## src/radio_core_macros.svh

```systemverilog
`ifndef RADIO_CORE_MACROS_SVH
`define RADIO_CORE_MACROS_SVH

////////////////////////////////////////
// Settings bus map
////////////////////////////////////////

// Control bank, offsets 0 to 6
`define SR_MISC 8'd0

// Timekeeper, offsets 0 to 2
`define SR_TIME64 8'd10

////////////////////////////////////////
// Readback words
////////////////////////////////////////

`define RB_COMPAT 3'd0
`define RB_TIME_HI 3'd1
`define RB_TIME_LO 3'd2
`define RB_PPS_HI 3'd3
`define RB_PPS_LO 3'd4
`define RB_STATUS 3'd5

// Bump major when the register map changes
`define COMPAT_MAJOR 16'd9
`define COMPAT_MINOR 16'd0

// Hardware drives LEDs 4..1 out of reset
`define LED_SRC_RESET 8'h1E

// Bit 11 picks readback space
`define APB_ADDR_W 12

`endif

```

## src/radio_core_pkg.sv

```systemverilog
package radio_core_pkg;

   ////////////////////////////////////////
   // Settings bus
   ////////////////////////////////////////

   // One write beat, stb is a single-cycle pulse
   typedef struct packed {
      logic        stb;
      logic [7:0]  addr;
      logic [31:0] data;
   } set_bus_t;

   ////////////////////////////////////////
   // Board side
   ////////////////////////////////////////

   // Inputs that show up in status and on the LEDs
   typedef struct packed {
      logic button;
      logic clk_status;
      logic serdes_link_up;
      logic rx_run;
      logic tx_run;
   } board_status_t;

   // Clock gen, SERDES, ADC and PHY controls
   typedef struct packed {
      logic       clock_ready;
      logic [1:0] clk_en;
      logic [1:0] clk_sel;
      logic       ser_enable;
      logic       ser_prbsen;
      logic       ser_loopen;
      logic       ser_rx_en;
      logic       adc_oe_a;
      logic       adc_on_a;
      logic       adc_oe_b;
      logic       adc_on_b;
      logic       phy_resetn;
   } ctrl_outs_t;

   // Timekeeper results
   typedef struct packed {
      logic [63:0] vita_time;
      logic [63:0] vita_time_pps;
      logic        set_pending;
      logic        pps_int;
   } time_info_t;

endpackage

```

## src/apb_settings_port.sv

```systemverilog
`include "radio_core_macros.svh"

module apb_settings_port
   import radio_core_pkg::*;
(
   input  logic                   dsp_clk,
   input  logic                   por_rst,
   input  logic                   psel_i,
   input  logic                   penable_i,
   input  logic                   pwrite_i,
   input  logic [`APB_ADDR_W-1:0] paddr_i,
   input  logic [31:0]            pwdata_i,
   input  logic [31:0]            rb_data_i,
   output logic [31:0]            prdata_o,
   output logic                   pready_o,
   output logic                   pslverr_o,
   output set_bus_t               set_bus_o,
   output logic [2:0]             rb_sel_o,
   output logic                   rb_read_o
);

   logic     access;
   logic     rb_space;
   logic     set_write;
   logic     rb_read;
   logic     bad_access;
   set_bus_t set_bus_q;

   ////////////////////////////////////////
   // Access phase decode
   ////////////////////////////////////////

   assign access   = psel_i & penable_i;
   assign rb_space = paddr_i[11];

   // Writes go to settings space, reads to readback space
   assign set_write  = access & pwrite_i & ~rb_space;
   assign rb_read    = access & ~pwrite_i & rb_space;
   assign bad_access = access & (pwrite_i ? rb_space : ~rb_space);

   // Zero wait states
   assign pready_o  = 1'b1;
   assign pslverr_o = bad_access;

   // Readback word comes straight back, wrong-space reads give zero
   assign rb_sel_o  = paddr_i[4:2];
   assign rb_read_o = rb_read;
   assign prdata_o  = rb_read ? rb_data_i : 32'd0;

   ////////////////////////////////////////
   // Settings beat register
   ////////////////////////////////////////

   // Strobe is the only control bit
   always_ff @(posedge dsp_clk) begin
      if (por_rst) begin
         set_bus_q.stb <= 1'b0;
      end else begin
         set_bus_q.stb <= set_write;
      end
   end

   // Address and data ride along, only meaningful with stb
   always_ff @(posedge dsp_clk) begin
      if (set_write) begin
         set_bus_q.addr <= paddr_i[9:2];
         set_bus_q.data <= pwdata_i;
      end
   end

   assign set_bus_o = set_bus_q;

endmodule

```

## src/misc_control_regs.sv

```systemverilog
`include "radio_core_macros.svh"

module misc_control_regs
   import radio_core_pkg::*;
(
   input  logic          dsp_clk,
   input  logic          por_rst,
   input  set_bus_t      set_bus_i,
   input  board_status_t board_i,
   output ctrl_outs_t    ctrl_o,
   output logic [7:0]    leds_o
);

   localparam logic [7:0] addr_clk     = `SR_MISC + 8'd0;
   localparam logic [7:0] addr_serdes  = `SR_MISC + 8'd1;
   localparam logic [7:0] addr_adc     = `SR_MISC + 8'd2;
   localparam logic [7:0] addr_led_sw  = `SR_MISC + 8'd3;
   localparam logic [7:0] addr_phy     = `SR_MISC + 8'd4;
   localparam logic [7:0] addr_led_src = `SR_MISC + 8'd6;

   logic [4:0] clk_reg;
   logic [3:0] serdes_reg;
   logic [3:0] adc_reg;
   logic [7:0] led_sw;
   logic       phy_reset;
   logic [7:0] led_src;
   logic [7:0] led_hw;

   ////////////////////////////////////////
   // Settings registers
   ////////////////////////////////////////

   always_ff @(posedge dsp_clk) begin
      if (por_rst) begin
         clk_reg    <= 5'd0;
         serdes_reg <= 4'd0;
         adc_reg    <= 4'd0;
         led_sw     <= 8'd0;
         phy_reset  <= 1'b0;
         led_src    <= `LED_SRC_RESET;
      end else if (set_bus_i.stb) begin
         case (set_bus_i.addr)
            addr_clk: begin
               clk_reg <= set_bus_i.data[4:0];
            end
            addr_serdes: begin
               serdes_reg <= set_bus_i.data[3:0];
            end
            addr_adc: begin
               adc_reg <= set_bus_i.data[3:0];
            end
            addr_led_sw: begin
               led_sw <= set_bus_i.data[7:0];
            end
            addr_phy: begin
               phy_reset <= set_bus_i.data[0];
            end
            addr_led_src: begin
               led_src <= set_bus_i.data[7:0];
            end
            default: begin
               // Other addresses belong to other stages
            end
         endcase
      end
   end

   ////////////////////////////////////////
   // Output mapping
   ////////////////////////////////////////

   always_comb begin
      {ctrl_o.clock_ready, ctrl_o.clk_en, ctrl_o.clk_sel} = clk_reg;
      {ctrl_o.ser_enable, ctrl_o.ser_prbsen, ctrl_o.ser_loopen, ctrl_o.ser_rx_en} = serdes_reg;
      {ctrl_o.adc_oe_a, ctrl_o.adc_on_a, ctrl_o.adc_oe_b, ctrl_o.adc_on_b} = adc_reg;
      // PHY reset pin is active low
      ctrl_o.phy_resetn = ~phy_reset;
   end

   // Hardware LED sources, bit 0 has none
   assign led_hw = {3'b000, board_i.tx_run, board_i.rx_run, board_i.clk_status,
                    board_i.serdes_link_up, 1'b0};

   // Source bit 1 picks hardware, 0 picks software
   assign leds_o = (led_src & led_hw) | (~led_src & led_sw);

endmodule

```

## src/radio_core_top.sv

```systemverilog
`include "radio_core_macros.svh"

module radio_core_top
   import radio_core_pkg::*;
(
   input  logic                   dsp_clk,
   input  logic                   por_rst,
   input  logic                   psel_i,
   input  logic                   penable_i,
   input  logic                   pwrite_i,
   input  logic [`APB_ADDR_W-1:0] paddr_i,
   input  logic [31:0]            pwdata_i,
   input  logic                   pps_i,
   input  logic                   button_i,
   input  logic                   clk_status_i,
   input  logic                   serdes_link_up_i,
   input  logic                   rx_run_i,
   input  logic                   tx_run_i,
   output logic [31:0]            prdata_o,
   output logic                   pready_o,
   output logic                   pslverr_o,
   output ctrl_outs_t             ctrl_o,
   output logic [7:0]             leds_o,
   output logic                   pps_int_o
);

   set_bus_t      set_bus;
   board_status_t board;
   time_info_t    time_info;
   logic [2:0]    rb_sel;
   logic          rb_read;
   logic [31:0]   rb_data;

   assign board = '{button:         button_i,
                    clk_status:     clk_status_i,
                    serdes_link_up: serdes_link_up_i,
                    rx_run:         rx_run_i,
                    tx_run:         tx_run_i};

   apb_settings_port u_apb (
      .dsp_clk(dsp_clk), .por_rst(por_rst),
      .psel_i(psel_i), .penable_i(penable_i), .pwrite_i(pwrite_i),
      .paddr_i(paddr_i), .pwdata_i(pwdata_i), .rb_data_i(rb_data),
      .prdata_o(prdata_o), .pready_o(pready_o), .pslverr_o(pslverr_o),
      .set_bus_o(set_bus), .rb_sel_o(rb_sel), .rb_read_o(rb_read)
   );

   misc_control_regs u_misc (
      .dsp_clk(dsp_clk), .por_rst(por_rst), .set_bus_i(set_bus),
      .board_i(board), .ctrl_o(ctrl_o), .leds_o(leds_o)
   );

   vita_timekeeper u_time (
      .dsp_clk(dsp_clk), .por_rst(por_rst), .set_bus_i(set_bus),
      .pps_i(pps_i), .time_o(time_info)
   );

   status_readback u_rb (
      .dsp_clk(dsp_clk), .por_rst(por_rst), .rb_sel_i(rb_sel), .rb_read_i(rb_read),
      .time_i(time_info), .board_i(board), .leds_i(leds_o), .rb_data_o(rb_data)
   );

   assign pps_int_o = time_info.pps_int;

endmodule

```

## src/status_readback.sv

```systemverilog
`include "radio_core_macros.svh"

module status_readback
   import radio_core_pkg::*;
(
   input  logic          dsp_clk,
   input  logic          por_rst,
   input  logic [2:0]    rb_sel_i,
   input  logic          rb_read_i,
   input  time_info_t    time_i,
   input  board_status_t board_i,
   input  logic [7:0]    leds_i,
   output logic [31:0]   rb_data_o
);

   logic [31:0] time_lo_snap;
   logic [31:0] pps_lo_snap;
   logic [31:0] status_word;

   ////////////////////////////////////////
   // Coherent 64-bit reads
   ////////////////////////////////////////

   // High word read freezes the matching low word
   always_ff @(posedge dsp_clk) begin
      if (por_rst) begin
         time_lo_snap <= 32'd0;
         pps_lo_snap  <= 32'd0;
      end else if (rb_read_i) begin
         if (rb_sel_i == `RB_TIME_HI) begin
            time_lo_snap <= time_i.vita_time[31:0];
         end
         if (rb_sel_i == `RB_PPS_HI) begin
            pps_lo_snap <= time_i.vita_time_pps[31:0];
         end
      end
   end

   assign status_word = {20'd0, board_i.button, board_i.clk_status,
                         board_i.serdes_link_up, time_i.set_pending, leds_i};

   // Word select
   always_comb begin
      case (rb_sel_i)
         `RB_COMPAT:  rb_data_o = {`COMPAT_MAJOR, `COMPAT_MINOR};
         `RB_TIME_HI: rb_data_o = time_i.vita_time[63:32];
         `RB_TIME_LO: rb_data_o = time_lo_snap;
         `RB_PPS_HI:  rb_data_o = time_i.vita_time_pps[63:32];
         `RB_PPS_LO:  rb_data_o = pps_lo_snap;
         `RB_STATUS:  rb_data_o = status_word;
         default:     rb_data_o = 32'd0;
      endcase
   end

endmodule

```

## src/vita_timekeeper.sv

```systemverilog
`include "radio_core_macros.svh"

module vita_timekeeper
   import radio_core_pkg::*;
(
   input  logic       dsp_clk,
   input  logic       por_rst,
   input  set_bus_t   set_bus_i,
   input  logic       pps_i,
   output time_info_t time_o
);

   localparam logic [7:0] addr_time_hi = `SR_TIME64 + 8'd0;
   localparam logic [7:0] addr_time_lo = `SR_TIME64 + 8'd1;
   localparam logic [7:0] addr_commit  = `SR_TIME64 + 8'd2;

   logic        pps_meta;
   logic        pps_sync;
   logic        pps_dly;
   logic        pps_edge;
   logic [31:0] stage_hi;
   logic [31:0] stage_lo;
   logic        load_now;
   logic        arm_pps;
   logic [63:0] vita_time;
   logic [63:0] vita_time_pps;
   logic        set_pending;
   logic        pps_int;

   ////////////////////////////////////////
   // PPS sync and edge detect
   ////////////////////////////////////////

   always_ff @(posedge dsp_clk) begin
      if (por_rst) begin
         pps_meta <= 1'b0;
         pps_sync <= 1'b0;
         pps_dly  <= 1'b0;
      end else begin
         pps_meta <= pps_i;
         pps_sync <= pps_meta;
         pps_dly  <= pps_sync;
      end
   end

   assign pps_edge = pps_sync & ~pps_dly;

   ////////////////////////////////////////
   // Staged time words
   ////////////////////////////////////////

   always_ff @(posedge dsp_clk) begin
      if (set_bus_i.stb && (set_bus_i.addr == addr_time_hi)) begin
         stage_hi <= set_bus_i.data;
      end
      if (set_bus_i.stb && (set_bus_i.addr == addr_time_lo)) begin
         stage_lo <= set_bus_i.data;
      end
   end

   // Commit, bit 0 picks load now vs wait for PPS
   assign load_now = set_bus_i.stb && (set_bus_i.addr == addr_commit) && set_bus_i.data[0];
   assign arm_pps  = set_bus_i.stb && (set_bus_i.addr == addr_commit) && !set_bus_i.data[0];

   ////////////////////////////////////////
   // Time counter
   ////////////////////////////////////////

   always_ff @(posedge dsp_clk) begin
      if (por_rst) begin
         vita_time     <= 64'd0;
         vita_time_pps <= 64'd0;
         set_pending   <= 1'b0;
         pps_int       <= 1'b0;
      end else begin
         pps_int <= pps_edge;
         // Latch the running time, load below does not affect it
         if (pps_edge) begin
            vita_time_pps <= vita_time;
         end
         if (load_now) begin
            vita_time   <= {stage_hi, stage_lo};
            set_pending <= 1'b0;
         end else if (arm_pps) begin
            vita_time   <= vita_time + 64'd1;
            set_pending <= 1'b1;
         end else if (pps_edge && set_pending) begin
            vita_time   <= {stage_hi, stage_lo};
            set_pending <= 1'b0;
         end else begin
            vita_time <= vita_time + 64'd1;
         end
      end
   end

   assign time_o.vita_time     = vita_time;
   assign time_o.vita_time_pps = vita_time_pps;
   assign time_o.set_pending   = set_pending;
   assign time_o.pps_int       = pps_int;

endmodule
```

## config.mk

```make
export PLATFORM = sky130hd
export DESIGN_NAME = radio_core_top
export DESIGN_NICKNAME = d
export VERILOG_FILES = /design/src/radio_core_pkg.sv /design/src/apb_settings_port.sv /design/src/misc_control_regs.sv /design/src/radio_core_top.sv /design/src/status_readback.sv /design/src/vita_timekeeper.sv
export VERILOG_INCLUDE_DIRS = /design/src
export SDC_FILE = /design/constraint.sdc
export NUM_CORES = 1
export LEC_CHECK = 0
export BUFFER_PORTS_ARGS = -buffer_cell sky130_fd_sc_hd__buf_2
export CAP_MARGIN = 10
export CORE_MARGIN = 2
export CORE_UTILIZATION = 59
export CTS_CLUSTER_SIZE = 25
export DETAILED_ROUTE_END_ITERATION = 7
export PLACE_DENSITY = 0.79
export SLEW_MARGIN = 20
export SYNTH_ARGS = -nofsm -noshare
export SYNTH_HDL_FRONTEND = slang
export SYNTH_SLANG_ARGS = --single-unit
```

## constraint.sdc

```tcl
create_clock -name dsp_clk -period 5.2 [get_ports dsp_clk]
set_input_delay 0.52 -clock dsp_clk [delete_from_list [all_inputs] [get_ports dsp_clk]]
set_output_delay 0.52 -clock dsp_clk [all_outputs]
set_load 0.02 [all_outputs]
```

==> out/metrics.sh <==
RUN_STATUS='complete, no violations'
DIE_HEIGHT_UM=156
SYNTH-EDFF-COUNT=104
DIE-WIDTH_UM=156
BOUNDARYPINS=112
MOST_FREQUENT_STANDARD_CELL_IN_THE_LAYOUT_EXCLUDING_FILL_AND_TAP_CELLS='nand2_1'
PRE_CTS_WS_NS=1.57
POSTLAYOUTSETUPSLACKWORST_NS=1.51
DIE-AREA_MM2=0.0242
SYNTHDOMINANTAREACELLTYPE='dfxtp_1'
COREAREA_MM2=0.0226
NETLIST-CELL-TYPE-COUNT=54
CRIT-REG2REG-CAPTURE='u_time.vita_time[47]$_SDFF_PP0_'
DRCVIOLATIONCOUNT=0
WORSTSETUPSTARTPOINT='paddr_i[2]'
MIN-DELAY-PATH-CLASS='in2reg'
WL_PER_CELL_UM=19.1
YS.WARNINGS.COUNT=0
CTS.ROOT.BUFFER_CELL='clkbuf_16'
GRT_OVERFLOW=0
RR_WORST_DEPTH=5
SEQ_AREA_FRAC_SYNTH_PCT=56.7
TIMING.CRITICAL_PATH.FANOUT_MAX=24
POST_CTS_HOLD_BUFFER_COUNT=0
ROUTE.VIAS.TOTAL=10885
H_TREE_DEPTH=2
CTS_SETUP_BUFFERS=0
POWER.LEAKAGE_nW=5.24
WORST_IR_DROP_ON_VDD_mV=0.313
SYNTH_SEQ_CELLS=332
YOSYSTOPAREACELLSHARE_PCT=33.7
SHARE_OF_FINAL_LAYOUT_STANDARD_CELLS_STRONGER_THAN_DRIVE_STRENGTH_1_PCT=14.0
MET3_USAGE_PCT=3.84
GRT_USE_TOTAL_PCT=27.6
FINAL_PERIOD_UTIL_PCT=70.9
MAX_CAP_VIOLATIONS=0
LAYOUT.CELLS.NON_FILLER=1782
RRSETUPSLACK_NS=2.00
CRIT-REG2REG-LAUNCH='u_time.vita_time[4]$_SDFF_PP0_'
YOSYS_MOST_USED_DFF='dfxtp_1'
SYNTH_AREA_MM2=0.0135
CRITICAL_PATH_CLASS='in2out'
SYN-MEAN-INSTANCE-AREA_UM2=9.55
WHS_NS=0.187
FIN_NETS=1529
ROUTE.FINAL.WIRE_LENGTH_MM=34.0
MAXCLOCKFREQUENCY_MHz=271
PLACE.DETAILED.INSTANCES=1720
SYNTH.AREA.TOP_CELLS='dfxtp_1 (34%), edfxtp_1 (23%), nand2_1 (8.0%), a21oi_1 (5.8%), nor2_1 (3.3%)'
NUMPORTBUFFERS=107
TIMING.CRITICAL_PATH.REQUIRED_NS=4.68
CP-END-KIND='output pin'
CP-START-KIND='input port'
CTS_TREE='done'
GLOBAL_ROUTING_USAGE_ON_MET2_PCT=42.4
DESIGN_POWER_TOTAL_W=0.00546
CLOCK_SINKS=332
MAPPEDNETLISTNETS=1474
CRITICAL_PATH.ENDPOINT='prdata_o[30]'
GRT_START_MAX_NET_PINS=126
CLOCK_SKEW_NS=0.00937
POWERDENSITY_mW_PER_MM2=352
FIRST_PASS_GRT_WIRE_LENGTH_MM=52.7
CTS_MADE_BUFFERS=35
MAX-CLOCK-PATH-BUFFERS=3
SYN_INST=1418
VIAS_PER_CELL=6.11
CRIT_CHAIN='buf_2 > inv_1 > nor3b_2 > buf_4 > a22oi_1 > a21oi_1 > buf_2'
AREA_GROWTH_PCT=14.4
GR-USAGE-MET1_PCT=41.6
GPL.FINAL_WEIGHTED_CONGESTION=0.858
INITIALDRTVIOLATIONCOUNT=1110
GRT_PASS1_VIAS=9943
PATH_CLK_SLEW_NS=0.06
SYNTHARSTFLOPSHARE_PCT=0
WORST_SLEW_PIN_SLEW_NS=0.955
FILLERINSTANCES=1686
WORST-ENDPOINT-ARRIVAL_NS=3.17
UNREPAIRED_SETUP_ENDPOINTS_AFTER_GLOBAL_ROUTING='no'
CRITICAL_PATH.MAX_STAGE_DELAY_NS=0.84
FLOORPLAN.INITIALDENSITY_PCT=60.0
FINALHOLDVIOLATIONS=0
FINALMAXSLEWVIOLATIONS=0
FIRST_PASS_ITERATION_COUNT_OF_THE_DETAILED_ROUTER=8
INSERTEDDIODECOUNT=0
WORST_SKEW_PAIR.LATE_LATENCY_NS=0.51
POST_CTS_RESIZE_COUNT=0
PLACE.DETAILED.HPWL_MM=21.7
CRIT_SLOWEST_CELL='nor3b_2'
MAX_SLEW_MARGIN_PCT=36.4
MULTI_INPUT_COMB_AREA_MM2=0.00547
ANTENNA_FOUND_INITIAL=0
SETUP-VIOLATIONS-FINAL=0
FINALCRITICALPERIOD_NS=3.69
SETUP_TNS_NS=0
ANT_NETS=0
GLOBALROUTE.BUSIESTLAYER='met2'
FINAL-SEQ-AREA_MM2=0.00769
ROWS=55
CP_COMMON_CELL='buf_2'
COMMONEST_CELLS_AFTER_ROUTING_FILL_AND_TAPS_ASIDE='nand2_1 (288), dfxtp_1 (228), a21oi_1 (158)'
## worst max-delay path, delay by kind of cell
family,cells,cell delay [ns]
buf+inv,4,1.50
simple gates,1,0.84
compound gates,2,0.30
## through the flow
stage / instance area (µm²) / utilization, %
2_1_floorplan: 13500 / -
3_3_place_gp: 14200 / 63.0
3_5_place_dp: 14200 / 63.0
4_1_cts: 15500 / 68.5
5_1_grt: 15500 / 68.6
6_report: 15500 / 68.6
## per-layer routing
layer | part of all wire, % | up-vias
li1 | - | 5145
met1 | 43 | 5181
met2 | 45 | 509
met3 | 10 | 50
met4 | 1.5 | 0
met5 | 0 | -
## kinds of logic after synthesis
| family | count (synthesis) | share of synthesized area, % |
|---|---|---|
| buffers and inverters | 119 | 3.46 |
| AO/OA/AOI/OAI | 309 | 14.5 |
| other | 1 | 0.0277 |
| multiplexers | 48 | 3.67 |
| AND/OR/NAND/NOR | 570 | 19.1 |
| flip-flops | 332 | 56.7 |
| adder cells (fa/ha/maj) | 1 | 0.0923 |
| XOR/XNOR | 38 | 2.46 |
## area by class of cell
type	count	area share, %
inverters	13	0.315
clock inverters	15	1.52
repair buffers	124	4.53
well taps	285	2.30
flip-flops and latches	332	49.6
multi-input cells	967	35.3
clock buffers	46	6.44
## Yosys cell counts (all sizes together) (10+ instances only)
master,n
nand2,288
dfxtp,228
a21oi,158
nor2,118
edfxtp,104
clkbuf,95
a22oi,50
a211oi,39
mux2i,35
nand3,25
xnor2,23
or4,21
nand4,20
nor3,17
a311oi,16
nor2b,15
nor4,15
xor2,15
inv,13
mux2,13
o31ai,12
buf,11
and3,10
## worst min path at each step
stage                                          start                            end  slack (ns)  cells after the start
after CTS                                pwdata_i[0]   u_apb.set_bus_o[0]$_DFFE_PP_        0.17                      1
after detailed placement  u_time.pps_meta$_SDFF_PP0_     u_time.pps_sync$_SDFF_PP0_        0.42                      1
after floorplan            u_time.pps_dly$_SDFF_PP0_      u_time.pps_int$_SDFF_PP0_        0.41                      1
final                                    pwdata_i[9]   u_apb.set_bus_o[9]$_DFFE_PP_        0.19                      1
after global placement    u_time.pps_meta$_SDFF_PP0_     u_time.pps_sync$_SDFF_PP0_        0.43                      1
after global routing                      paddr_i[5]  u_apb.set_bus_o[35]$_DFFE_PP_        0.17                      1
## power by group
| group | switching, W | internal (W) | leakage [nW] |
|---|---|---|---|
| Combinational | 0.0000942 | 0.0000372 | 1.86 |
| Clock | 0.000986 | 0.00165 | 0.607 |
| Sequential | 0.0000145 | 0.00268 | 2.78 |
| Total | 0.00109 | 0.00437 | 5.24 |
Note: power is estimated with default switching activity, not from simulation.
